==> config.mk <==
export PLATFORM = sky130hd
export DESIGN_NAME = instr_fetch_top
export DESIGN_NICKNAME = d
export VERILOG_FILES = /design/src/source/fetch_pkg.sv /design/src/source/rv_isa_pkg.sv /design/src/source/fetch_addr_gen.sv /design/src/source/parcel_queue.sv /design/src/source/rvc_expander.sv /design/src/source/insn_issue.sv /design/src/source/instr_fetch_top.sv
export SDC_FILE = /design/constraint.sdc
export NUM_CORES = 1
export LEC_CHECK = 0
export ABC_AREA = 1
export CORE_UTILIZATION = 25
export DETAILED_ROUTE_END_ITERATION = 8
export DONT_BUFFER_PORTS = 1
export PLACE_DENSITY = 0.4
export SLEW_MARGIN = 20
export SYNTH_ARGS = -nofsm -noshare
export SYNTH_HDL_FRONTEND = slang
export SYNTH_HIERARCHICAL = 1
export SYNTH_SLANG_ARGS = --single-unit
==> constraint.sdc <==
create_clock -name clk_i -period 3.8 [get_ports clk_i]
set_input_delay 0.57 -clock clk_i [delete_from_list [all_inputs] [get_ports clk_i]]
set_output_delay 0.57 -clock clk_i [all_outputs]
set_load 0.02 [all_outputs]
==> src/source/fetch_pkg.sv <==
/*
  fetch-side constants and the structs on the memory, queue and issue paths.
  RV32 only; a fetch word holds two 16-bit parcels, parcel 0 being the lower one.
*/
package fetch_pkg;

  localparam int unsigned INFLIGHT_MAX     = 2;  // words the memory may still owe us
  localparam int unsigned PARCELS_PER_WORD = 2;

  typedef logic [15:0] parcel_t;

  // queue fill level, so queue depth is limited to 255 parcels
  typedef logic [7:0] queue_cnt_t;

  typedef struct packed {
    parcel_t [PARCELS_PER_WORD-1:0] parcel;
    logic    [PARCELS_PER_WORD-1:0] valid;  // 2'b10 for a fetch from an odd halfword
    logic                           err;    // access fault on this word
  } fetch_rsp_t;

  typedef struct packed {
    parcel_t parcel;
    logic    err;
  } queue_entry_t;

  typedef struct packed {
    logic [31:0] instr;         // expanded when it came from a compressed parcel
    logic [31:0] pc;
    logic        illegal;
    logic        access_fault;
  } fetched_insn_t;

endpackage

==> src/source/rv_isa_pkg.sv <==
/*
  RV32 encodings used by the fetch stage: major opcodes, the compressed
  opcodes that the expander knows, and encoders for the base formats.
  Only the compressed subset listed in rvc_op_e is recognized.
*/
package rv_isa_pkg;

  typedef logic [4:0]  reg_idx_t;
  typedef logic [31:0] instr_t;

  typedef enum logic [6:0] {
    LOAD   = 7'b0000011,
    STORE  = 7'b0100011,
    OP_IMM = 7'b0010011,
    LUI    = 7'b0110111,
    OP     = 7'b0110011,
    JAL    = 7'b1101111,
    JALR   = 7'b1100111,
    BRANCH = 7'b1100011,
    SYSTEM = 7'b1110011
  } opcode_e;

  // key is {quadrant, funct3, bit 12}; bit 12 only counts in quadrant 2
  typedef enum logic [5:0] {
    ADDI4SPN     = 6'b00_000_0,
    LW           = 6'b00_010_0,
    SW           = 6'b00_110_0,
    ADDI         = 6'b01_000_0,
    JAL_RV32     = 6'b01_001_0,
    LI           = 6'b01_010_0,
    LUI_ADDI16SP = 6'b01_011_0,
    J            = 6'b01_101_0,
    BEQZ         = 6'b01_110_0,
    BNEZ         = 6'b01_111_0,
    JR_MV        = 6'b10_100_0,
    JALR_ADD     = 6'b10_100_1
  } rvc_op_e;

  localparam instr_t NOP_INSN    = {12'h000, 5'd0, 3'b000, 5'd0, OP_IMM};  // addi x0,x0,0
  localparam instr_t EBREAK_INSN = {12'h001, 5'd0, 3'b000, 5'd0, SYSTEM};

  //////////////////////////////////////////////////
  // format encoders

  function automatic instr_t encode_r(opcode_e opc, logic [2:0] f3, logic [6:0] f7,
                                      reg_idx_t rd, reg_idx_t rs1, reg_idx_t rs2);
    return {f7, rs2, rs1, f3, rd, opc};
  endfunction

  function automatic instr_t encode_i(opcode_e opc, logic [2:0] f3, reg_idx_t rd,
                                      reg_idx_t rs1, logic [11:0] imm);
    return {imm, rs1, f3, rd, opc};
  endfunction

  function automatic instr_t encode_s(opcode_e opc, logic [2:0] f3, reg_idx_t rs1,
                                      reg_idx_t rs2, logic [11:0] imm);
    return {imm[11:5], rs2, rs1, f3, imm[4:0], opc};
  endfunction

  // imm[0] is dropped, branch offsets are even
  function automatic instr_t encode_b(opcode_e opc, logic [2:0] f3, reg_idx_t rs1,
                                      reg_idx_t rs2, logic [12:0] imm);
    return {imm[12], imm[10:5], rs2, rs1, f3, imm[4:1], imm[11], opc};
  endfunction

  function automatic instr_t encode_u(opcode_e opc, reg_idx_t rd, logic [19:0] imm);
    return {imm, rd, opc};
  endfunction

  function automatic instr_t encode_j(opcode_e opc, reg_idx_t rd, logic [20:0] imm);
    return {imm[20], imm[10:1], imm[11], imm[19:12], rd, opc};
  endfunction

endpackage

==> src/source/fetch_addr_gen.sv <==
/*
  fetch address counter. Requests are word aligned after the first one;
  a redirect may point at an odd halfword and then fetches that word.
*/
`timescale 1ns/1ps

module fetch_addr_gen
  import fetch_pkg::*;
#(
  parameter logic [31:0] PC_INIT = 32'h0000_0200
)
(
  input  logic        clk_i,
  input  logic        rst_ni,
  input  logic        almost_full_i,
  input  logic        redirect_i,
  input  logic [31:0] redirect_pc_i,
  input  logic        mem_ack_i,
  output logic        mem_req_o,
  output logic [31:0] mem_adr_o,
  output logic        mem_flush_o
);

  localparam int unsigned WORD_BYTES = PARCELS_PER_WORD * 2;
  localparam logic [31:0] WORD_MASK  = ~(32'(WORD_BYTES) - 32'd1);

  logic [31:0] adr_q;
  logic        accepted;

  // no new fetch while the queue is filling up or the stream is being restarted
  assign mem_req_o   = ~almost_full_i & ~redirect_i;
  assign mem_flush_o = redirect_i;                  // memory drops what it still owes
  assign accepted    = mem_req_o & mem_ack_i;
  assign mem_adr_o   = adr_q;

  always_ff @(posedge clk_i or negedge rst_ni)
  begin
    if (!rst_ni)
      adr_q <= PC_INIT;
    else if (redirect_i)
      adr_q <= {redirect_pc_i[31:1], 1'b0};         // halfword aligned target
    else if (accepted)
      adr_q <= (adr_q + 32'(WORD_BYTES)) & WORD_MASK;  // next word boundary
  end

endmodule

==> src/source/parcel_queue.sv <==
/*
  parcel FIFO, two parcels in and up to two out per cycle. No overflow check;
  the memory must owe at most INFLIGHT_MAX words when a request is accepted.
  DEPTH is at least PARCELS_PER_WORD*(INFLIGHT_MAX+1) and below 256.
*/
`timescale 1ns/1ps

module parcel_queue
  import fetch_pkg::*;
#(
  parameter int unsigned DEPTH = 12
)
(
  input  logic               clk_i,
  input  logic               rst_ni,
  input  logic               flush_i,
  input  logic               rsp_valid_i,
  input  fetch_rsp_t         rsp_i,
  input  logic [1:0]         pop_i,
  output queue_entry_t [1:0] head_o,
  output queue_cnt_t         count_o,
  output logic               almost_full_o
);

  localparam int unsigned PW       = $clog2(DEPTH);
  // room must stay for the words still in flight plus the one being written
  localparam int unsigned AF_LEVEL = DEPTH - PARCELS_PER_WORD * (INFLIGHT_MAX + 1);

  queue_entry_t  mem_q [DEPTH];
  logic [PW-1:0] rd_ptr_q;
  logic [PW-1:0] wr_ptr_q;
  queue_cnt_t    count_q;
  logic [1:0]    wr_en;
  logic [1:0]    n_wr;
  queue_entry_t  wr_lo;
  queue_entry_t  wr_hi;

  // circular pointer step, DEPTH need not be a power of two
  function automatic logic [PW-1:0] ptr_add(logic [PW-1:0] ptr, logic [1:0] inc);
    logic [PW:0] sum;
    sum = (PW+1)'(ptr) + (PW+1)'(inc);
    if (sum >= (PW+1)'(DEPTH))
      sum = sum - (PW+1)'(DEPTH);
    return sum[PW-1:0];
  endfunction

  //////////////////////////////////////////////////
  // write side

  // valid parcels are packed into consecutive slots
  assign wr_en[0] = rsp_valid_i & ~flush_i & (|rsp_i.valid);
  assign wr_en[1] = rsp_valid_i & ~flush_i & (&rsp_i.valid);
  assign n_wr     = {1'b0, wr_en[0]} + {1'b0, wr_en[1]};

  always_comb
  begin
    wr_lo.parcel = rsp_i.valid[0] ? rsp_i.parcel[0] : rsp_i.parcel[1];
    wr_lo.err    = rsp_i.err;
    wr_hi.parcel = rsp_i.parcel[1];
    wr_hi.err    = rsp_i.err;
  end

  always_ff @(posedge clk_i)
  begin
    if (wr_en[0])
      mem_q[wr_ptr_q] <= wr_lo;
    if (wr_en[1])
      mem_q[ptr_add(wr_ptr_q, 2'd1)] <= wr_hi;
  end

  //////////////////////////////////////////////////
  // pointers and fill level

  always_ff @(posedge clk_i or negedge rst_ni)
  begin
    if (!rst_ni)
    begin
      rd_ptr_q <= '0;
      wr_ptr_q <= '0;
      count_q  <= '0;
    end
    else if (flush_i)
    begin
      rd_ptr_q <= '0;   // contents discarded
      wr_ptr_q <= '0;
      count_q  <= '0;
    end
    else
    begin
      rd_ptr_q <= ptr_add(rd_ptr_q, pop_i);
      wr_ptr_q <= ptr_add(wr_ptr_q, n_wr);
      count_q  <= count_q + queue_cnt_t'(n_wr) - queue_cnt_t'(pop_i);
    end
  end

  assign head_o[0]     = mem_q[rd_ptr_q];
  assign head_o[1]     = mem_q[ptr_add(rd_ptr_q, 2'd1)];
  assign count_o       = count_q;
  assign almost_full_o = count_q > queue_cnt_t'(AF_LEVEL);

endmodule

==> src/source/rvc_expander.sv <==
/*
  compressed to 32-bit expansion, purely combinational. Knows the RV32
  integer subset only; anything else comes out illegal and zero-extended.
*/
`timescale 1ns/1ps

module rvc_expander
  import fetch_pkg::*, rv_isa_pkg::*;
#(
  parameter bit HAS_RVC = 1'b1
)
(
  input  parcel_t parcel_i,
  output instr_t  instr_o,
  output logic    illegal_o
);

  localparam reg_idx_t X0 = 5'd0;
  localparam reg_idx_t X1 = 5'd1;   // link register
  localparam reg_idx_t X2 = 5'd2;   // stack pointer

  logic [5:0]  op_key;
  reg_idx_t    rd_full;
  reg_idx_t    rs2_full;
  reg_idx_t    rd_prime;
  reg_idx_t    rs1_prime;
  logic [5:0]  ci_bits;
  logic [11:0] imm_ci;
  logic [11:0] imm_ciw;
  logic [11:0] imm_cl;
  logic [11:0] imm_16sp;
  logic [19:0] imm_lui;
  logic [20:0] imm_cj;
  logic [12:0] imm_cb;
  instr_t      expanded;
  logic        bad;

  assign op_key = {parcel_i[1:0], parcel_i[15:13], (parcel_i[1:0] == 2'b10) & parcel_i[12]};

  // register fields; the 3-bit forms name x8..x15
  assign rd_full   = parcel_i[11:7];
  assign rs2_full  = parcel_i[6:2];
  assign rd_prime  = {2'b01, parcel_i[4:2]};
  assign rs1_prime = {2'b01, parcel_i[9:7]};

  //////////////////////////////////////////////////
  // immediates, scattered per format

  assign ci_bits  = {parcel_i[12], parcel_i[6:2]};
  assign imm_ci   = {{6{parcel_i[12]}}, ci_bits};
  assign imm_ciw  = {2'b00, parcel_i[10:7], parcel_i[12:11], parcel_i[5], parcel_i[6], 2'b00};
  assign imm_cl   = {5'b0, parcel_i[5], parcel_i[12:10], parcel_i[6], 2'b00};  // word offset
  assign imm_16sp = {{3{parcel_i[12]}}, parcel_i[4:3], parcel_i[5], parcel_i[2],
                     parcel_i[6], 4'b0000};
  assign imm_lui  = {{14{parcel_i[12]}}, ci_bits};
  assign imm_cj   = {{10{parcel_i[12]}}, parcel_i[8], parcel_i[10:9], parcel_i[6],
                     parcel_i[7], parcel_i[2], parcel_i[11], parcel_i[5:3], 1'b0};
  assign imm_cb   = {{5{parcel_i[12]}}, parcel_i[6:5], parcel_i[2], parcel_i[11:10],
                     parcel_i[4:3], 1'b0};

  always_comb
  begin
    expanded = NOP_INSN;
    bad      = 1'b0;
    case (rvc_op_e'(op_key))
      ADDI4SPN:
      begin
        bad      = (parcel_i == '0);   // all zeros is defined illegal
        expanded = encode_i(OP_IMM, 3'b000, rd_prime, X2, imm_ciw);
      end
      LW:       expanded = encode_i(LOAD, 3'b010, rd_prime, rs1_prime, imm_cl);
      SW:       expanded = encode_s(STORE, 3'b010, rs1_prime, rd_prime, imm_cl);
      ADDI:     expanded = (rd_full == X0) ? NOP_INSN
                                           : encode_i(OP_IMM, 3'b000, rd_full, rd_full, imm_ci);
      JAL_RV32: expanded = encode_j(JAL, X1, imm_cj);
      LI:       expanded = encode_i(OP_IMM, 3'b000, rd_full, X0, imm_ci);
      LUI_ADDI16SP:
      begin
        bad      = (ci_bits == '0);    // reserved in both forms
        expanded = (rd_full == X2) ? encode_i(OP_IMM, 3'b000, X2, X2, imm_16sp)
                                   : encode_u(LUI, rd_full, imm_lui);
      end
      J:        expanded = encode_j(JAL, X0, imm_cj);
      BEQZ:     expanded = encode_b(BRANCH, 3'b000, rs1_prime, X0, imm_cb);
      BNEZ:     expanded = encode_b(BRANCH, 3'b001, rs1_prime, X0, imm_cb);
      JR_MV:
      begin
        if (rs2_full != X0)
          expanded = encode_r(OP, 3'b000, 7'b0000000, rd_full, X0, rs2_full);  // c.mv
        else
        begin
          bad      = (rd_full == X0);
          expanded = encode_i(JALR, 3'b000, X0, rd_full, 12'h000);           // c.jr
        end
      end
      JALR_ADD:
      begin
        if (rs2_full != X0)
          expanded = encode_r(OP, 3'b000, 7'b0000000, rd_full, rd_full, rs2_full);
        else if (rd_full != X0)
          expanded = encode_i(JALR, 3'b000, X1, rd_full, 12'h000);
        else
          expanded = EBREAK_INSN;
      end
      default:  bad = 1'b1;
    endcase
  end

  // without RVC support every parcel is illegal
  assign illegal_o = bad | !HAS_RVC;
  assign instr_o   = illegal_o ? {16'h0000, parcel_i} : expanded;

endmodule

==> src/source/insn_issue.sv <==
/*
  issue stage: takes one 16- or 32-bit instruction per cycle from the queue
  head and registers it with its PC. stall_i holds the output and pops nothing.
*/
`timescale 1ns/1ps

module insn_issue
  import fetch_pkg::*, rv_isa_pkg::*;
#(
  parameter logic [31:0] PC_INIT = 32'h0000_0200,
  parameter bit          HAS_RVC = 1'b1
)
(
  input  logic               clk_i,
  input  logic               rst_ni,
  input  queue_entry_t [1:0] head_i,
  input  queue_cnt_t         count_i,
  output logic [1:0]         pop_o,
  input  logic               redirect_i,
  input  logic [31:0]        redirect_pc_i,
  input  logic               stall_i,
  output logic               insn_valid_o,
  output fetched_insn_t      insn_o
);

  logic          is_32bit;
  logic          avail;
  logic          issue;
  instr_t        rvc_instr;
  logic          rvc_illegal;
  logic [31:0]   next_pc_q;
  logic          valid_q;
  fetched_insn_t insn_d;
  fetched_insn_t insn_q;

  rvc_expander #(
    .HAS_RVC ( HAS_RVC )
  ) u_rvc_expander (
    .parcel_i  ( head_i[0].parcel ),
    .instr_o   ( rvc_instr        ),
    .illegal_o ( rvc_illegal      )
  );

  // low bits 11 mark a 32-bit instruction, which needs both head parcels
  assign is_32bit = &head_i[0].parcel[1:0];
  assign avail    = is_32bit ? (count_i >= queue_cnt_t'(2)) : (count_i >= queue_cnt_t'(1));
  assign issue    = avail & ~stall_i & ~redirect_i;
  assign pop_o    = !issue ? 2'd0 : (is_32bit ? 2'd2 : 2'd1);

  always_comb
  begin
    insn_d.pc = next_pc_q;
    if (is_32bit)
    begin
      insn_d.instr        = {head_i[1].parcel, head_i[0].parcel};
      insn_d.illegal      = 1'b0;
      insn_d.access_fault = head_i[0].err | head_i[1].err;
    end
    else
    begin
      insn_d.instr        = rvc_instr;
      insn_d.illegal      = rvc_illegal;
      insn_d.access_fault = head_i[0].err;
    end
  end

  //////////////////////////////////////////////////
  // program counter and output register

  always_ff @(posedge clk_i or negedge rst_ni)
  begin
    if (!rst_ni)
      next_pc_q <= PC_INIT;
    else if (redirect_i)
      next_pc_q <= redirect_pc_i;
    else if (issue)
      next_pc_q <= next_pc_q + (is_32bit ? 32'd4 : 32'd2);
  end

  always_ff @(posedge clk_i or negedge rst_ni)
  begin
    if (!rst_ni)
      valid_q <= 1'b0;
    else if (redirect_i)
      valid_q <= 1'b0;       // bubble after a redirect
    else if (!stall_i)
      valid_q <= issue;
  end

  always_ff @(posedge clk_i or negedge rst_ni)
  begin
    if (!rst_ni)
      insn_q <= '0;
    else if (issue)
      insn_q <= insn_d;
  end

  assign insn_valid_o = valid_q;
  assign insn_o       = insn_q;

endmodule

==> src/source/instr_fetch_top.sv <==
/*
  instruction fetch top level. The memory answers in order and owes at most
  INFLIGHT_MAX words when it accepts a request; responses to requests
  accepted up to a flush cycle are dropped by the memory.
*/
`timescale 1ns/1ps

module instr_fetch_top
  import fetch_pkg::*;
#(
  parameter logic [31:0] PC_INIT     = 32'h0000_0200,
  parameter int unsigned QUEUE_DEPTH = 12,
  parameter bit          HAS_RVC     = 1'b1
)
(
  input  logic          clk_i,
  input  logic          rst_ni,
  output logic          mem_req_o,
  output logic [31:0]   mem_adr_o,
  input  logic          mem_ack_i,
  input  logic          mem_rsp_valid_i,
  input  fetch_rsp_t    mem_rsp_i,
  output logic          mem_flush_o,
  input  logic          redirect_i,
  input  logic [31:0]   redirect_pc_i,
  input  logic          stall_i,
  output logic          insn_valid_o,
  output fetched_insn_t insn_o
);

  logic               almost_full;
  queue_entry_t [1:0] head;
  queue_cnt_t         count;
  logic [1:0]         pop;

  fetch_addr_gen #(
    .PC_INIT ( PC_INIT )
  ) u_fetch_addr_gen (
    .clk_i         ( clk_i         ),
    .rst_ni        ( rst_ni        ),
    .almost_full_i ( almost_full   ),
    .redirect_i    ( redirect_i    ),
    .redirect_pc_i ( redirect_pc_i ),
    .mem_ack_i     ( mem_ack_i     ),
    .mem_req_o     ( mem_req_o     ),
    .mem_adr_o     ( mem_adr_o     ),
    .mem_flush_o   ( mem_flush_o   )
  );

  parcel_queue #(
    .DEPTH ( QUEUE_DEPTH )
  ) u_parcel_queue (
    .clk_i         ( clk_i           ),
    .rst_ni        ( rst_ni          ),
    .flush_i       ( redirect_i      ),
    .rsp_valid_i   ( mem_rsp_valid_i ),
    .rsp_i         ( mem_rsp_i       ),
    .pop_i         ( pop             ),
    .head_o        ( head            ),
    .count_o       ( count           ),
    .almost_full_o ( almost_full     )
  );

  insn_issue #(
    .PC_INIT ( PC_INIT ),
    .HAS_RVC ( HAS_RVC )
  ) u_insn_issue (
    .clk_i         ( clk_i         ),
    .rst_ni        ( rst_ni        ),
    .head_i        ( head          ),
    .count_i       ( count         ),
    .pop_o         ( pop           ),
    .redirect_i    ( redirect_i    ),
    .redirect_pc_i ( redirect_pc_i ),
    .stall_i       ( stall_i       ),
    .insn_valid_o  ( insn_valid_o  ),
    .insn_o        ( insn_o        )
  );

endmodule

Word level (Yosys, flattened, before mapping)
Memories as Yosys holds them, arrays and structs flattened. Index checks and enable logic that the tools add are counted.

Bits in registers: 147. Latch bits: 0. Bits in writable memories: 204. Memory bits (read-only): 0. Bits of input ports: 73. Output and inout port bits: 101. Logic and storage cells: 103. Memories kept: 1.

Add/sub/neg operators: 13. Multipliers: 0. Div/mod/pow operators: 0. Magnitude comparators: 7. Equal/unequal tests: 14. Shifts and indexed selects: 0. Multiplexer cells: 34. Bitwise logic cells: 12. Reduce and logical (&&, ||, !) cells: 12.

Memory list: u_parcel_queue.mem_q (words 12, width 17, rd ports 2, clocked after Yosys merged registers in 0, write ports 2, RTL line parcel_queue.sv:29) `queue_entry_t mem_q [DEPTH];`.

Operator list (count): $pmux W32 S12 (1); $mux W32 (7); $mux W25 (2); $eq A6 B5 Y1 const B (7); $add A32 B3 Y32 const B (1); $add A32 B32 Y32 (1); $mux W29 (1); $mux W4 (7); $mux W21 (1); $ge A5 B4 Y1 const B (4); $logic_not A16 Y1 (1); $mux W16 (1); $sub A4 B4 Y4 const B (4); $eq A6 B6 Y1 const B (2); $logic_not A6 Y1 (2); $add A4 B1 Y5 const B (2); $add A4 B2 Y5 (2); $reduce_bool A5 Y1 (2); $reduce_or A9 Y1 (1); $add A8 B2 Y8 (1); $and A1 B1 Y1 (8); $ge A8 B1 Y1 const B (1); $ge A8 B2 Y1 const B (1); $gt A8 B3 Y1 const B (1); other kinds (18) (31).

Logic depth before layout (Yosys ltp)
Gate-level depths: netlist of run 1. An unclocked memory read counts as a cell.

Depth in word-level cells: 10. Depth in mapped cells: 29. Gate-level depth less buffers: 25.

By module
Netlist of run 1, hierarchy kept.

Modules (own cells, without submodules): parcel_queue (instances 1, cells an instance 1970, area an instance 14884.3 um2); insn_issue (instances 1, cells an instance 647, area an instance 5077.4 um2); fetch_addr_gen (instances 1, cells an instance 337, area an instance 2235.9 um2); rvc_expander (instances 1, cells an instance 245, area an instance 1092.3 um2).

Worst setup path after synthesis of run 1
OpenSTA, ideal clock, no wires.

Kind: flip-flop to flip-flop. From: register u_parcel_queue.rd_ptr_q[1]. To: register u_parcel_queue.count_q[4] (netlist: u_parcel_queue/count_o[4]). Setup time: 0.125 ns. Data arrival time: 3.855 ns. Data required time: 3.675 ns. Setup slack: -0.180 ns. Cell stages (with the launch flop): 22. Path buffers: 4. Clock period less this slack: 3.980 ns. Path through: dfrtp_1 > buf_2 > clkbuf_1 > clkbuf_1 > o211ai_1 > nand3_1 > nand3_1 > nand2_1 > nand2_2 > nand2_1 > nand3_1 > nand3_2 > inv_2 > nand2_1 > inv_2 > buf_2 > fa_1 > inv_1 > fa_1 > a31o_2 > o21ai_0 > a21oi_1.

RTL lines: start, declared (RTL line parcel_queue.sv:30) `logic [PW-1:0] rd_ptr_q;`; start signal, assigned (RTL line parcel_queue.sv:90) `rd_ptr_q <= ptr_add(rd_ptr_q, pop_i);`; end signal, assigned (RTL line parcel_queue.sv:92) `count_q <= count_q + queue_cnt_t'(n_wr) - queue_cnt_t'(pop_i);`; end, declared (RTL line parcel_queue.sv:32) `queue_cnt_t count_q;`.

==> results of run 1 <==
-- layout make-up --
type                            instances  area [um2]
Antenna cell                            1        2.50
Clock buffer                           59        1230
Clock inverter                         20         171
Fill cell                           10100       65800
Inverter                              355        1340
Multi-Input combinational cell       2290       11300
Sequential cell                       350        9790
Tap cell                             1243        1560
Timing Repair Buffer                   88         800
-- report_power, final --
part | leakage [nW] | switching [W] | internal, W
logic | 7.26 | 0.00339 | 0.00161
registers | 3.65 | 0.00111 | 0.00457
clock network | 0.693 | 0.00183 | 0.00235
-- through the flow --
stage / hold slack, ns / cells / utilization / total power, W
5_1_grt: 0.0306 / 4405 / 0.285 / 0.0159
3_3_place_gp: 0.286 / 4320 / 0.268 / 0.0107
3_5_place_dp: 0.287 / 4320 / 0.268 / 0.0107
4_1_cts: 0.0125 / 4401 / 0.284 / 0.0150
2_1_floorplan: 0.274 / 3199 / - / 0.00886
6_report: 0.0597 / 4406 / 0.285 / 0.0149
-- registers in the layout (all words and copies together) (netlist names) --
signal and cells:
u_insn_issue/insn_valid_o 1, u_parcel_queue/rd_ptr_q 4, u_insn_issue/insn_o 66, u_fetch_addr_gen/mem_adr_o 31, u_parcel_queue/mem_q 204, u_insn_issue/next_pc_q 32
u_parcel_queue/wr_ptr_q 4, u_parcel_queue/count_o 8
-- logic make-up after synthesis --
kind of cell | share of synthesized area
buf+inv | 0.101
fa+ha+maj | 0.0174
simple gates | 0.315
other cells | 0.000161
flops | 0.420
xor+xnor | 0.00747
compound gates | 0.140
-- Yosys cell counts (all sizes together) (2+ instances only) --
| master | number |
|---|---|
| o21bai | 8 |
| xor2 | 14 |
| clkbuf | 81 |
| o31ai | 2 |
| a21oi | 144 |
| nand4 | 111 |
| or2 | 16 |
| clkinv | 3 |
| nand3 | 278 |
| xnor2 | 5 |
| a22o | 2 |
| a31oi | 3 |
| ha | 26 |
| and2 | 3 |
| nor3 | 15 |
| nand2 | 987 |
| a22oi | 2 |
| inv | 352 |
| fa | 4 |
| buf | 123 |
| o211ai | 33 |
| nor2 | 199 |
| dfstp | 2 |
| o22a | 2 |
| nor3b | 2 |
| o21ai | 412 |
| o221ai | 2 |
| dfrtp | 144 |
| nand3b | 11 |
| edfxtp | 204 |
| o22ai | 2 |
-- critical path, stage by stage (launching register included) --
cell	delay, ns
dfrtp_4	0.55
buf_4	0.19
a21oi_1	0.13
o21ai_0	0.12
nand3_1	0.10
nand3_1	0.06
nand2_1	0.10
nand2_2	0.10
nand2_1	0.07
nand3_1	0.14
nand3_4	0.11
nor2_2	0.06
ha_1	0.23
fa_1	0.40
xor2_1	0.32
ha_1	0.20
nand3_1	0.12
nand3_1	0.13
nand2_1	0.06
inv_1	0.05
nor2_1	0.04
-- worst max-delay path by stage --
| stage | from | to | slack [ns] | cells past startpoint |
|---|---|---|---|---|
| final | u_parcel_queue/rd_ptr_q[0] | u_parcel_queue/rd_ptr_q[3] | 0.39 | 20 |
| after detailed placement | u_parcel_queue/rd_ptr_q[1] | u_parcel_queue/count_o[4] | 0.35 | 19 |
| after global routing | u_parcel_queue/rd_ptr_q[1] | u_parcel_queue/count_o[7] | 0.06 | 21 |
| after CTS | u_parcel_queue/rd_ptr_q[1] | u_parcel_queue/count_o[4] | 0.32 | 19 |
| after floorplan | u_parcel_queue/rd_ptr_q[0] | u_parcel_queue/count_o[4] | 0.02 | 23 |
| after global placement | u_parcel_queue/rd_ptr_q[1] | u_parcel_queue/count_o[5] | 0.34 | 23 |
-- repair_timing --
item / in CTS / in global routing
hold endpoints to repair: 146 / 0
buffers inserted: 0 / 4
setup endpoints to repair: 0 / 7
gates resized for setup: 0 / 1
hold buffers: 2 / 0
-- routing by layer --
metal / vias up / GRT usage / share of wire
met2: 653 / 0.301 / 0.43
li1: 10500 / - / -
met1: 10100 / 0.285 / 0.48
met4: 0 / 0.0522 / 0.025
met5: - / 0 / 0
met3: 109 / 0.0332 / 0.062
==> results.md, run 1 <==
- Max_slew headroom: 0.283
- GRT Total Usage: 0.197
- Layout cells sized above 1: 0.0946
- Syn_nets: between 3k and 4k
- Reg2reg path depth: 20
- Post-synthesis cell type count: 59
- Die height: slightly above 300 um
- Die W: slightly above 300 um
- CP startpoint kind: flop
- Post-synthesis sequential area ratio: 0.420
- R2r startpoint: u_parcel_queue/rd_ptr_q[0]
- Most frequent cells in the layout: nand2_1 (958), inv_1 (331), o21ai_0 (310)
- DP Wirelength: just under 70,000 um
- Commonest non-fill, non-tap cell in the layout: nand2_1
- First-pass GRT wire length: 139,000 um
- Max-slew violations: 0
- Initial Utilization: 0.253
- PwrDens: approximately 570 mW/mm2
- Clock sink count: 350
- Cts bufs inserted: 46
- Syn Inst Count: 3,199
- Setup WS post-layout: about 0.39 ns
- Layout Nets: around 3.2k
- P&R area growth vs syn: 12.4%
- # rows: 111
- Worst path arrival time: around 3.9 ns
- Setup CP Type: reg -> reg
- Reg2reg end: u_parcel_queue/rd_ptr_q[3]
- Largest net degree at the start of global routing: 147
- Mapped cell area: 0.0233 mm2
- Remaining global-route overflow: 0
- Status: finished clean
- RSZ-0062 raised after global routing: false
- Maxcap violations: 0
- CTS tree: done
- Finished Cell Area: 0.0262 mm2
- Num ports: 174
- Vias in the first global route: approximately 20k
- Final setup skew: between 0.04 and 0.05 ns
- Antenna violations before repair: 1
- Critical Path RT: about 4.3 ns
- Maximum VDD drop: roughly 290 uV
- Min Tclk post-route: 3.41 ns
- DRT Pass-1 Iters: 6
- Post-synth EDFFs: between 200 and 250
- Via density: approximately 4.8
- Period utilization: 0.897
- Hold Path Depth: 0
- Async S/R FF share, synth: 0.417
- DP Area: ~0.025 mm2
- Endpoint class of the critical path: flop
- Hold path endpoint: u_parcel_queue/mem_q[3][0]
- RePlAce Congestion: about 0.9
- Total wire length: between 90,000 and 100,000 um
- P_leak: ~12 nW
- Placement Setup Slack: ~0.35 ns
- Worst skew pair latency: a little over 0.6 ns
- Avg Inst Size Synth: 7.28 um2
- Top_reg_cell synth: edfxtp_1
- R2R Setup Slk: 0.39 ns
- Yosys warns: 6
- Full die area: 0.0944 mm2
- Yosys reg bits: 350
- Post-DRT Antenna Nets: 0
- Initial DRC count: between 1.5k and 2k
- HP Start: mem_rsp_i[0]
- Hold crit path type: in -> reg
- Routed length per instance: roughly 21 um
- Hold Vio Cnt, Final: 0
- Port Buf Inserts: 0
- Fin Setup TNS: 0 ns
- Synth area leaders: edfxtp_1 (26%), dfrtp_1 (15%), nand2_1 (15%)
- Core area: between 0.09 and 0.1 mm2
- H-tree levels: 2
- Worst Path Max Fanout: 9
- Clock Path Buffers: 3
- Vias: approximately 21k
- Clk slew on worst S/H paths: about 0.06 ns
- Actual slew at the worst max-slew pin: between 1 and 1.5 ns
- Fmax: a little under 300 MHz
- DR DRC count: 0
- Top-area cell type share of the netlist area: 0.263
- CTS Root Cell: clkbuf_16
- Setup violations, final: 0
- Leading area contributor after synthesis: edfxtp_1
No activity file was read; power rests on OpenSTA's default activity.
==> run 2, diff against run 1 <==
--- a/config.mk
+++ b/config.mk
@@ -5,7 +5,6 @@
 export SDC_FILE = /design/constraint.sdc
 export NUM_CORES = 1
 export LEC_CHECK = 0
-export ABC_AREA = 1
 export CORE_UTILIZATION = 25
 export DETAILED_ROUTE_END_ITERATION = 8
 export DONT_BUFFER_PORTS = 1
==> run 2 against run 1 <==
Net effect: the flow now finishes with violations (negative hold slack); design area shrank 3.8%; first-iteration DRC count down 55%; synthesized area is 8.3% lower; count of clock-buffer cells in the layout fell by 3; non-clock buffer count is 48 higher; largest cell class unchanged; combinational power shrank 28%; largest power group unchanged.
==> results.md, run 2 <==
- Syn_nets: about 1.9k
- Post-synthesis cell type count: between 80 and 90
- P_int: about 0.009 W
- Cts bufs inserted: 47
- Layout Nets: 1,958
- Initial Utilization: 0.254
- RePlAce Congestion: 0.823
- Sequential Power Share: 0.404
- Vias: about 15k
- Placement Setup Slack: approximately 0.0045 ns
- Synth area leaders: edfxtp_1 (29%), dfrtp_1 (17%), mux2_2 (13%)
- Post-synthesis sequential area ratio: 0.458
- DR DRC count: 0
- Port Buf Inserts: 0
- # rows: around 110
- Clk pwr share: 0.331
- Most common cell in the netlist: nand2_1
- Vias in the first global route: roughly 16k
- Mapped cell area: 0.0214 mm2
- Core area: 0.0841 mm2
- P_leak: 8.93 nW
- Sw Share: 0.352
- Die W: just under 300 um
- Hold crit path type: in -> async
- Yosys reg bits: 350
- H-tree levels: 2
- N_diodes: 0
- Setup violations, final: 0
- Total wire length: 74,100 um
- Most common library cells after synthesis: nand2_1 (262), mux2_2 (240), edfxtp_1 (204)
- Actual slew at the worst max-slew pin: between 1 and 1.5 ns
- Antenna violations before repair: 0
- Maxcap violations: 0
- Routed length per instance: ~24 um
- Worst skew pair latency: just over 0.6 ns
- Hold Vio Cnt, Final: 33
- Critical Path Sink: u_parcel_queue/count_o[7]
- Full die area: slightly below 0.09 mm2
- Commonest non-fill, non-tap cell in the layout: nand2_1
- Initial DRC count: just under 900
- Top_reg_cell synth: edfxtp_1
- Maximum VDD drop: between 300 and 400 uV
- Avg Inst Size Synth: about 12 um2
- Max reg flops: 204
- Setup CP Type: reg -> reg
- Leading area contributor after synthesis: edfxtp_1
- Async S/R FF share, synth: 0.417
- P&R area growth vs syn: 17.9%
- CP Launch Point: u_parcel_queue/rd_ptr_q[1]
- Reg2reg path depth: 16
- Setup WS post-layout: between 0.08 and 0.09 ns
- Largest net degree at the start of global routing: between 100 and 150
- PwrDens: around 540 mW/mm2
- Die height: around 290 um
- Fmax: roughly 270 MHz
- Post-DRT Antenna Nets: 0
- Worst hold slack: -0.0320 ns
- Fin Setup TNS: 0 ns
- R2r startpoint: u_parcel_queue/rd_ptr_q[1]
- CTS tree: done
- Share of power burned in combinational logic: 0.265
- Post-synth EDFFs: slightly above 200
- Clock Path Buffers: 3
- Syn Inst Count: 1,821
- Failing checks: negative hold slack
- DRT Pass-1 Iters: 7
- CP startpoint kind: flop
- Min Tclk post-route: roughly 3.7 ns
- Final setup skew: 0.0362 ns
- Critical Path RT: around 4.3 ns
- Top reg by flops: u_parcel_queue/mem_q
- Worst path arrival time: ~4.2 ns
- Via density: 5.03
- Remaining global-route overflow: 0
- Status: finished, violations left
- Yosys warns: 6
- Worst Path Max Fanout: 6
- Max_slew headroom: 0.250
- Period utilization: 0.979
- Endpoint class of the critical path: flop
- Top-area cell type share of the netlist area: 0.287
- Max-slew violations: 0
- First-pass GRT wire length: about 110,000 um
- GRT Total Usage: 0.169
- Clk slew on worst S/H paths: about 0.060 ns
- Reg2reg end: u_parcel_queue/count_o[7]
- Num ports: approximately 170
- CTS Root Cell: clkbuf_16
- DP Wirelength: approximately 50,000 um
- Sw Pwr: slightly below 0.005 W
- Layout cells sized above 1: 0.336
- R2R Setup Slk: 0.08 ns
- Most frequent cells in the layout: nand2_1 (260), mux2_2 (240), edfxtp_1 (204)
- Clock sink count: 350
- RSZ-0062 raised after global routing: true
-- run 2: cell count changes after synthesis, moves of 76 or more --
cell,delta
mux4_2,+102
inv_1,-295
o21ai_1,-92
nand4_1,-76
nand2_1,-697
nand3_1,-228
a21oi_1,-122
o21ai_0,-235
mux2_2,+240
-- run 2: cell type report --
class | count | area (um2)
flip-flops and latches | 350 | 9790
clock buffers | 56 | 1220
fillers | 8653 | 58900
repair buffers | 136 | 1390
inverters | 38 | 144
clock inverters | 29 | 325
multi-input cells | 1282 | 10900
well taps | 1134 | 1420
-- run 2: metal layers --
metal	vias to the layer above	wire, um	global-route usage
met2	388	37100	0.296
li1	6940	-	-
met4	0	1400	0.0389
met3	89	4900	0.0416
met5	-	0	0
met1	7804	30700	0.208
-- run 2: per-stage QoR --
stage	utilization	area, um2	std cells	total power (W)	hold slack, ns
CTS	0.297	25000	3018	0.0138	0.00166
global route	0.300	25200	3025	0.0144	0.0101
detailed placement	0.278	23400	2930	0.00912	0.278
floorplan	-	21500	1821	0.00783	0.274
finish	0.300	25200	3025	0.0136	-0.0320
global placement	0.278	23400	2930	0.00910	0.278
-- run 2: how the worst min path moves through the flow --
stage               startpoint                              to  slack, ns  cells past startpoint
floorplan               rst_ni  u_fetch_addr_gen/mem_adr_o[10]       0.27                      0
global placement        rst_ni         u_insn_issue/insn_o[16]       0.28                      0
detailed placement      rst_ni         u_insn_issue/insn_o[16]       0.28                      0
CTS                 redirect_i      u_parcel_queue/wr_ptr_q[1]      0.002                      1
global route            rst_ni      u_insn_issue/next_pc_q[11]       0.01                      1
finish                  rst_ni      u_insn_issue/next_pc_q[11]      -0.03                      1
-- run 2: power groups by stage --
stage / combinational [W] / clock (W) / sequential (W)
CTS: 0.00359 / 0.00464 / 0.00553
global placement: 0.00349 / 0 / 0.00561
finish: 0.00361 / 0.00451 / 0.00550
detailed placement: 0.00351 / 0 / 0.00561
global route: 0.00400 / 0.00479 / 0.00560
floorplan: 0.00254 / 0 / 0.00530
-- run 2: cells by family (layout without fill, tap and decap cells) --
| family | after synthesis | after routing | synth area share |
|---|---|---|---|
| muxes | 376 | 376 | 0.252 |
| and+or+nand+nor | 571 | 571 | 0.130 |
| xor gates and xnor gates | 44 | 44 | 0.0180 |
| buffers and inverters | 189 | 259 | 0.0422 |
| other | 1 | 1 | 0.000176 |
| adders and majority gates | 32 | 32 | 0.0200 |
| DFF | 350 | 350 | 0.458 |
| AOI/OAI and AO/OA | 258 | 258 | 0.0792 |
-- run 2: what timing repair did --
action / in CTS / in global routing
hold buffers: 1 / 0
endpoints found under the setup margin: 4 / 23
pin swaps: 0 / 11
cloned: 0 / 2
resized for setup: 3 / 18
buffers inserted: 2 / 5
endpoints found under the hold margin: 146 / 0
-- run 2: critical path, stage by stage, from the launching register on --
cell and delay (ns):
dfrtp_4 0.49, buf_6 0.14, mux4_2 0.50, nand2_2 0.10
o21ai_4 0.07, a21bo_2 0.25, a31oi_4 0.22, nand2_4 0.09
nor2_4 0.12, fa_1 0.44, inv_2 0.11, ha_4 0.20
a21o_1 0.16, a21oi_2 0.14, o21ai_1 0.07, a31oi_1 0.15
mux2_2 0.35
